--- src/hdl/cpu_pkg.sv ---
`default_nettype none

package cpu_pkg;

    typedef logic [31:0] word_t;    // Data word, PC or address
    typedef logic [31:0] inst_t;    // Raw instruction word
    typedef logic [3:0]  reg_idx_t;
    typedef logic [15:0] imm_t;

    localparam word_t INST_SIZE = 32'd4;

    // Primary opcodes, instruction bits 31..26
    typedef enum logic [5:0] {
        OP1_ALUR = 6'b000000,
        OP1_BEQ  = 6'b001000,
        OP1_BLT  = 6'b001001,
        OP1_BLE  = 6'b001010,
        OP1_BNE  = 6'b001011,
        OP1_JAL  = 6'b001100,
        OP1_LW   = 6'b010010,
        OP1_SW   = 6'b011010,
        OP1_ADDI = 6'b100000,
        OP1_ANDI = 6'b100100,
        OP1_ORI  = 6'b100101,
        OP1_XORI = 6'b100110
    } op1_e;

    // ALU functions for ALUR, instruction bits 25..18
    typedef enum logic [7:0] {
        OP2_EQ   = 8'b00001000,
        OP2_LT   = 8'b00001001,
        OP2_LE   = 8'b00001010,
        OP2_NE   = 8'b00001011,
        OP2_ADD  = 8'b00100000,
        OP2_AND  = 8'b00100100,
        OP2_OR   = 8'b00100101,
        OP2_XOR  = 8'b00100110,
        OP2_SUB  = 8'b00101000,
        OP2_NAND = 8'b00101100,
        OP2_NOR  = 8'b00101101,
        OP2_NXOR = 8'b00101110,
        OP2_RSHF = 8'b00110000,
        OP2_LSHF = 8'b00110001
    } op2_e;

    typedef enum logic [1:0] {
        WB_PC  = 2'd0,  // Link address for JAL
        WB_MEM = 2'd1,
        WB_ALU = 2'd2
    } wb_src_e;

    typedef struct packed {
        inst_t inst;
        word_t pc_next;
    } fetch_t;

    typedef struct packed {
        op1_e     op1;
        op2_e     op2;
        word_t    rs_val;
        word_t    rt_val;
        word_t    imm;      // Already sign-extended
        word_t    pc_next;
        reg_idx_t dst;
        logic     reg_we;
        logic     mem_we;
        logic     mem_re;
        wb_src_e  wb_src;
    } decoded_t;

    typedef struct packed {
        word_t    alu_out;  // Doubles as the memory address
        word_t    store_data;
        word_t    pc_next;
        reg_idx_t dst;
        logic     reg_we;
        logic     mem_we;
        logic     mem_re;
        wb_src_e  wb_src;
    } exec_t;

    typedef struct packed {
        logic     we;
        reg_idx_t idx;
        word_t    value;
    } wb_t;

    typedef struct packed {
        logic  valid;
        word_t target;
    } redirect_t;

    // An all-zero instruction decodes to ALUR with op2 zero and writes nothing
    localparam fetch_t FETCH_BUBBLE = '{inst: '0, pc_next: '0};

    localparam decoded_t DEC_BUBBLE = '{
        op1: OP1_ALUR, op2: op2_e'(8'h00), rs_val: '0, rt_val: '0, imm: '0,
        pc_next: '0, dst: '0, reg_we: 1'b0, mem_we: 1'b0, mem_re: 1'b0,
        wb_src: WB_ALU
    };

    localparam exec_t EXEC_BUBBLE = '{
        alu_out: '0, store_data: '0, pc_next: '0, dst: '0,
        reg_we: 1'b0, mem_we: 1'b0, mem_re: 1'b0, wb_src: WB_ALU
    };

endpackage

`default_nettype wire

--- src/hdl/execute_stage.sv ---
`timescale 1ns/100ps
`default_nettype none

module execute_stage
    import cpu_pkg::*;
(
    input  logic      clk,
    input  logic      reset,
    input  decoded_t  decoded,
    output redirect_t redirect,
    output exec_t     executed
);

    word_t a;
    word_t b;
    word_t imm4;
    word_t alu_out;
    logic  taken;

    assign a    = decoded.rs_val;
    assign b    = decoded.rt_val;
    assign imm4 = decoded.imm << 2;     // Branch offsets count words

    always_comb begin
        case (decoded.op1)
            OP1_ALUR: begin
                case (decoded.op2)
                    OP2_EQ:   alu_out = {31'b0, a == b};
                    OP2_LT:   alu_out = {31'b0, $signed(a) < $signed(b)};
                    OP2_LE:   alu_out = {31'b0, $signed(a) <= $signed(b)};
                    OP2_NE:   alu_out = {31'b0, a != b};
                    OP2_ADD:  alu_out = a + b;
                    OP2_AND:  alu_out = a & b;
                    OP2_OR:   alu_out = a | b;
                    OP2_XOR:  alu_out = a ^ b;
                    OP2_SUB:  alu_out = a - b;
                    OP2_NAND: alu_out = ~(a & b);
                    OP2_NOR:  alu_out = ~(a | b);
                    OP2_NXOR: alu_out = ~(a ^ b);
                    OP2_RSHF: alu_out = $signed(a) >>> b;   // Arithmetic
                    OP2_LSHF: alu_out = a << b;
                    default:  alu_out = '0;                 // Bubbles land here
                endcase
            end
            OP1_LW, OP1_SW, OP1_ADDI: alu_out = a + decoded.imm;
            OP1_ANDI: alu_out = a & decoded.imm;
            OP1_ORI:  alu_out = a | decoded.imm;
            OP1_XORI: alu_out = a ^ decoded.imm;
            default:  alu_out = '0;
        endcase
    end

    // Signed branch conditions
    always_comb begin
        case (decoded.op1)
            OP1_BEQ: taken = (a == b);
            OP1_BLT: taken = $signed(a) < $signed(b);
            OP1_BLE: taken = $signed(a) <= $signed(b);
            OP1_BNE: taken = (a != b);
            default: taken = 1'b0;
        endcase
    end

    always_comb begin
        redirect.valid = taken || (decoded.op1 == OP1_JAL);
        if (decoded.op1 == OP1_JAL)
            redirect.target = a + imm4;     // Register-relative jump
        else
            redirect.target = decoded.pc_next + imm4;
    end

    // The branch itself always moves on, JAL still needs its link write
    always_ff @(posedge clk or posedge reset) begin
        if (reset) begin
            executed <= EXEC_BUBBLE;
        end else begin
            executed.alu_out    <= alu_out;
            executed.store_data <= b;
            executed.pc_next    <= decoded.pc_next;
            executed.dst        <= decoded.dst;
            executed.reg_we     <= decoded.reg_we;
            executed.mem_we     <= decoded.mem_we;
            executed.mem_re     <= decoded.mem_re;
            executed.wb_src     <= decoded.wb_src;
        end
    end

endmodule

`default_nettype wire

--- config.mk ---
export PLATFORM = sky130hd
export DESIGN_NAME = execute_stage
export DESIGN_NICKNAME = d
export VERILOG_FILES = /design/src/hdl/cpu_pkg.sv /design/src/hdl/execute_stage.sv
export SDC_FILE = /design/constraint.sdc
export NUM_CORES = 1
export LEC_CHECK = 0
export BUFFER_PORTS_ARGS = -buffer_cell sky130_fd_sc_hd__buf_2
export CAP_MARGIN = 30
export CORE_ASPECT_RATIO = 0.7
export CORE_MARGIN = 5
export CORE_UTILIZATION = 45
export CTS_CLUSTER_DIAMETER = 120
export DETAILED_ROUTE_END_ITERATION = 8
export PLACE_DENSITY = 0.71
export REMOVE_ABC_BUFFERS = 1
export SETUP_SLACK_MARGIN = 0.15
export SLEW_MARGIN = 20
export SYNTH_ARGS = -nofsm -noshare
export SYNTH_HDL_FRONTEND = slang
export SYNTH_SLANG_ARGS = --single-unit
export TNS_END_PERCENT = 10
--- constraint.sdc ---
create_clock -name clk -period 5.8 [get_ports clk]
set_clock_uncertainty 0.15 [all_clocks]
set_input_delay 0 -clock clk [delete_from_list [all_inputs] [get_ports clk]]
set_output_delay 0 -clock clk [all_outputs]
set_load 0.01 [all_outputs]
==> results of run 1 <==
==> worst max path at each step <==
stage / slack (ns) / from / endpoint / cells past startpoint
3_5_place_dp: 0.62 / decoded[150] / redirect[31] / 15
2_1_floorplan: 1.47 / decoded[150] / redirect[31] / 13
4_1_cts: 0.59 / decoded[150] / redirect[30] / 17
5_1_grt: 0.24 / decoded[150] / redirect[30] / 17
6_report: 0.29 / decoded[145] / redirect[30] / 17
3_3_place_gp: 0.67 / decoded[150] / redirect[30] / 17
==> synthesized netlist by cell type, types with 13 or more instances <==
cell type / instances / share of area
a22oi_1: 20 / 0.0084
nor2b_1: 18 / 0.0063
xnor2_1: 77 / 0.038
o22ai_1: 32 / 0.011
clkbuf_1: 109 / 0.023
inv_1: 160 / 0.034
nor3_1: 64 / 0.018
nor4_1: 28 / 0.0098
a221oi_1: 23 / 0.011
o31ai_1: 17 / 0.0072
o21ai_1: 15 / 0.0042
nand2b_1: 16 / 0.0056
o21bai_1: 22 / 0.0093
a31oi_1: 30 / 0.011
nand3_1: 51 / 0.014
a21o_1: 35 / 0.015
dfrtp_1: 104 / 0.15
buf_1: 25 / 0.0053
nand2_1: 236 / 0.050
or3_1: 13 / 0.0046
ha_1: 189 / 0.13
and3_1: 18 / 0.0063
a21oi_1: 212 / 0.060
xor2_1: 27 / 0.013
nand4_1: 17 / 0.0060
a211oi_1: 45 / 0.019
o221ai_1: 15 / 0.0074
buf_2: 26 / 0.0073
o21ai_0: 168 / 0.047
mux2i_1: 93 / 0.052
o211ai_1: 29 / 0.012
nor2_1: 210 / 0.044
o21a_1: 15 / 0.0063
mux2_2: 21 / 0.013
mux4_2: 44 / 0.056
==> layout make-up <==
class | count | area (um^2)
clock inverter | 6 | 68.8
sequential | 105 | 2630
tap | 535 | 669
multi-input combinational | 1957 | 13900
inverter | 167 | 629
clock buffer | 10 | 229
antenna | 1 | 2.50
fill | 3891 | 18500
timing repair buffer | 433 | 2710
==> stage by stage <==
stage / cells / power, mW
after floorplan: 2229 / 1.79
after global placement: 3124 / 2.45
after detailed placement: 3125 / 2.47
after CTS: 3213 / 3.19
after global routing: 3213 / 3.40
final: 3214 / 3.25
==> placed cells by master (no fill, tap or decap), drive strengths merged, types with 13 or more instances in the layout <==
master and instances:
a31oi 30, a211oi 45, buf 361, nor2 210, xor2 27, o21ai 184, nand2b 16, dfrtp 104
xnor2 77, mux2 22, o211ai 29, a22oi 20, inv 168, o21a 15, mux2i 93, o22ai 32
nor3 65, mux4 44, nor2b 18, nand3 51, a221oi 23, ha 189, o21bai 22, nor4 28
o221ai 15, or3 13, a21oi 212, o31ai 17, nand2 236, and3 18, nand4 17, dlygate4sd3 72
a21o 35
==> power groups by stage <==
| stage | Clock [mW] | Sequential, mW | Combinational [mW] |
|---|---|---|---|
| 2_1_floorplan | 0 | 0.812 | 0.982 |
| 3_3_place_gp | 0 | 0.789 | 1.66 |
| 3_5_place_dp | 0 | 0.791 | 1.68 |
| 4_1_cts | 0.694 | 0.777 | 1.72 |
| 5_1_grt | 0.718 | 0.781 | 1.90 |
| 6_report | 0.684 | 0.777 | 1.79 |
==> kinds of logic (layout without fill, tap and decap cells) <==
| logic type | Yosys count | after routing |
|---|---|---|
| other cells | 0 | 1 |
| fa+ha+maj | 194 | 194 |
| compound gates | 789 | 789 |
| mux | 159 | 159 |
| simple gates | 711 | 711 |
| flops | 105 | 105 |
| buf+inv | 329 | 616 |
| xor+xnor | 104 | 104 |
==> layer usage <==
layer  wire length (um)  global-route usage  part of all wire
met1              39400               0.606              0.42
met2              37700               0.586              0.40
met3              14100               0.148              0.15
met4               3300               0.128             0.035
met5                 21                   0           0.00022
==> results_dict.tcl, run 1 <==
set metrics [dict create \
    hold_slack_ns 0.0429 \
    ios 291 \
    vias 21579 \
    synth_top_family_by_area "compound AO/OA/AOI/OAI gates" \
    netlist_instances 2391 \
    slowest_stage "nor2_1" \
    layout_setup_ws_ns 0.288 \
    syn-cell-area_um2 17800 \
    leakage_nw 9.61 \
    avgSynthCellArea_um2 7.45 \
    rsz0062_at_grt "false" \
    grt_overflow 0 \
    maxSlewHeadroom 0.211 \
    drtIter0Drc 3225 \
    synthMuxAreaShare 0.122 \
    drt-total-wl_um 94500 \
    post_cts_buffers 0 \
    path_buf_inv 2 \
    period_share 0.950 \
    cp.required_ns 5.65 \
    cap_violations 0 \
    clk_path_buf_depth 2 \
    hp-start "decoded[145]" \
    synth-simple-area-share 0.182 \
    clock_sinks 105 \
    postCtsHoldBufs 72 \
    ir_drop_mv 0.153 \
    tns_ns 0 \
    hpwl_um 73800 \
    hold_end "executed[82]$_DFF_PP0_" \
    clockPowerShare 0.210 \
    yosys_warnings 0 \
    cp_top_family "compound AO/OA/AOI/OAI gates" \
    drc_errors 0 \
    die_y_um 176 \
    ys_seq_elements 105 \
    syn2layout_area_growth_pct 17.2 \
    path_cells "buf_2, nor2_1, nand3_2, nand2_1, o21ai_0, ha_1, fa_1, a211oi_1, o211ai_1, a21oi_1, nor3_1, o311a_1, o21a_1, o21ai_0, mux2i_1, nand2_1, buf_2" \
    dieArea_um2 43700 \
    pwr-share-seq 0.239 \
    clock-root-buffer "clkbuf_16" \
    status "finished clean" \
    antenna_found_initial 4 \
    hold_viol 0 \
    grt_pass1_vias 20384 \
    synthFlopType "dfrtp_1" \
    cts_made_buffers 9 \
    initial_core_util 0.452 \
    pwr-share-comb 0.551 \
    ctsResizeCount 0 \
    p_int_mw 1.73 \
    largest_reg_flops 105 \
    async_flop_share 1.00 \
    grt_use_total 0.420 \
    hold_depth 5 \
    ys_types 87 \
    switching_power_mw 1.52 \
    crit_arrival_ns 5.36 \
    startpoint_type "primary input" \
    largestRegisters "executed x105" \
    drive_above_1_share 0.175 \
    critPathMaxFanout 20 \
    clock.fmax_mhz 181 \
    viasPerCell 6.71 \
    hold_path_class "primary input to register" \
    htreeDepth 3 \
    swShare 0.469 \
    firstDrtPassIters 9 \
    nNetsFinal 3019 \
    path_clk_slew_ns 0.11 \
    fin_util 0.530 \
    pre_cts_ws_ns 0.616 \
    synth-adder-area-share 0.138 \
    synth_edf_count 0 \
    gp_congestion 1.04 \
    largest-register "executed" \
    synth_xor_area_frac 0.0512 \
    worst-setup-path-type "primary input to output pin" \
    grt_pass1_wl_um 137000 \
    setup_violations 0 \
    core_um2 39400 \
    dieWidth_um 248 \
    grt_max_degree 66 \
    stdcell_area_um2 20900 \
    ant_nets 0 \
    critPathCaptureType "output pin" \
    drv_slew 0 \
    rows 61 \
    synth_compound_area_frac 0.288 \
    tightestPinTransition_ns 1.18 \
    critPathMaxStageDelay_ns 0.72 \
    cts_tree "done" \
    dpl-instance-area_um2 19800 \
    fin_crit_ns 5.51 \
    yosysSeqAreaShare 0.148 \
    power_density_nw_per_um2 156 \
    route.detailed.wl_per_inst_um 29.4 \
    port_buffers 290 \
]
Power figures use the tool's default switching activity.
==> inputs of run 2 (changes only) <==
- CTS_BUF_LIST: default -> sky130_fd_sc_hd__clkbuf_8 sky130_fd_sc_hd__clkbuf_16
- CTS_CLUSTER_DIAMETER: 120 -> default
==> run 2 against run 1 <==
Cell count unchanged; flip-flop and latch count unchanged; maximum frequency up 0.56%; non-clock buffer count unchanged; count of clock-buffer cells in the layout down 1; first-iteration DRC count up 1.3%; worst setup slack better by 0.031 ns; largest cell class unchanged; largest power group unchanged.
==> results_dict.tcl, run 2 (synthesis gave the netlist of run 1 again) <==
set metrics [dict create \
    status "finished clean" \
    cts_made_buffers 9 \
    postCtsHoldBufs 72 \
    hold_depth 5 \
    setup_violations 0 \
    cp.required_ns 5.65 \
    firstDrtPassIters 7 \
    fin_util 0.530 \
    port_buffers 290 \
    grt_max_degree 66 \
    antenna_found_initial 4 \
    final_common_cell "buf_2" \
    critPathMaxFanout 20 \
    rows 61 \
    gp_congestion 1.04 \
    tns_ns 0 \
    dieWidth_um 248 \
    initial_core_util 0.452 \
    power.total_mw 3.25 \
    hpwl_um 73800 \
    power_density_nw_per_um2 156 \
    crit_arrival_ns 5.33 \
    largest_reg_flops 105 \
    ant_nets 0 \
    syn2layout_area_growth_pct 17.2 \
    cts_tree "done" \
    grt_pass1_vias 20384 \
    critPathCaptureType "output pin" \
    cap_violations 0 \
    drtIter0Drc 3266 \
    hp-start "decoded[145]" \
    worst-setup-path-type "primary input to output pin" \
    hold_end "executed[82]$_DFF_PP0_" \
    clk_path_buf_depth 2 \
    leakage_nw 9.62 \
    clock_sinks 105 \
    grt_overflow 0 \
    drive_above_1_share 0.175 \
    hold_path_class "primary input to register" \
    viasPerCell 6.73 \
    die_y_um 176 \
    path_cells "buf_2, nor3b_1, nand3_2, nand2_1, o21ai_0, ha_1, fa_1, a211oi_1, o211ai_1, a21oi_1, nor3_1, o311a_1, o21a_1, o21ai_0, mux2i_1, nand2_1, buf_2" \
    period_share 0.945 \
    clock-root-buffer "clkbuf_16" \
    core_um2 39400 \
    fin_crit_ns 5.48 \
    ctsResizeCount 0 \
    slowest_stage "nor3b_1" \
    path_clk_slew_ns 0.10 \
    htreeDepth 3 \
    grt_use_total 0.420 \
    tightestPinTransition_ns 1.18 \
    most-common-layout-cells "buf_2, nand2_1, a21oi_1" \
    drt-total-wl_um 94600 \
    drv_slew 0 \
    dieArea_um2 43700 \
    ir_drop_mv 0.150 \
    critPathMaxStageDelay_ns 0.67 \
    ios 291 \
    rsz0062_at_grt "false" \
    drc_errors 0 \
    hold_viol 0 \
    vias 21638 \
    grt_pass1_wl_um 137000 \
    nNetsFinal 3019 \
    maxSlewHeadroom 0.211 \
    largest-register "executed" \
    clock.fmax_mhz 182 \
    startpoint_type "primary input" \
    post_cts_buffers 0 \
    route.detailed.wl_per_inst_um 29.4 \
    largestRegisters "executed x105" \
]
==> run 2: changes by cell type in the layout (fill, tap and decap cells not counted) <==
| cell | change |
|---|---|
| clkbuf_1 | -1 |
| inv_1 | +1 |
==> run 2: layout make-up <==
class / instances / area, um^2
diodes: 1 / 2.50
fillers: 3891 / 18500
clock buffers: 9 / 225
repair buffers: 433 / 2710
inverters: 167 / 629
clock inverters: 7 / 72.6
flip-flops and latches: 105 / 2630
well taps: 535 / 669
multi-input cells: 1957 / 13900
==> run 2: layer usage <==
metal	vias up	wire [um]	global-route usage	part of all wire
met3	221	14100	0.148	0.15
met2	1662	37700	0.586	0.40
li1	9353	-	-	-
met1	10396	39500	0.606	0.42
met5	-	34	0	0.00036
met4	6	3280	0.128	0.035
==> run 2: worst max path at each step <==
stage | endpoint | start | cells after the start
floorplan | redirect[31] | decoded[150] | 13
global placement | redirect[30] | decoded[150] | 17
detailed placement | redirect[31] | decoded[150] | 15
CTS | redirect[30] | decoded[150] | 17
global route | redirect[30] | decoded[150] | 17
finish | redirect[30] | decoded[150] | 17
==> run 2: critical path: cells and delay by family <==
family / cells / cell delay (ns)
compound gates: 7 / 2.32
fa+ha+maj: 2 / 0.69
buf+inv: 2 / 0.28
mux: 1 / 0.22
simple gates: 5 / 1.79
==> run 2: through the flow <==
step / hold WS (ns) / setup WS, ns / instances / area [um^2]
final: 0.0473 / 0.319 / 3214 / 20900
after CTS: 0.0292 / 0.590 / 3213 / 20900
after global routing: 0.0776 / 0.239 / 3213 / 20900
after detailed placement: -0.0402 / 0.616 / 3125 / 19800
after floorplan: -0.146 / 1.47 / 2229 / 17200
after global placement: -0.0592 / 0.669 / 3124 / 19800
==> run 2: power by group <==
part	internal [mW]	leakage, nW	switching [mW]	total (mW)
clock	0.305	0.145	0.375	0.680
combinational	0.652	8.19	1.14	1.79
sequential	0.767	1.29	0.00947	0.777
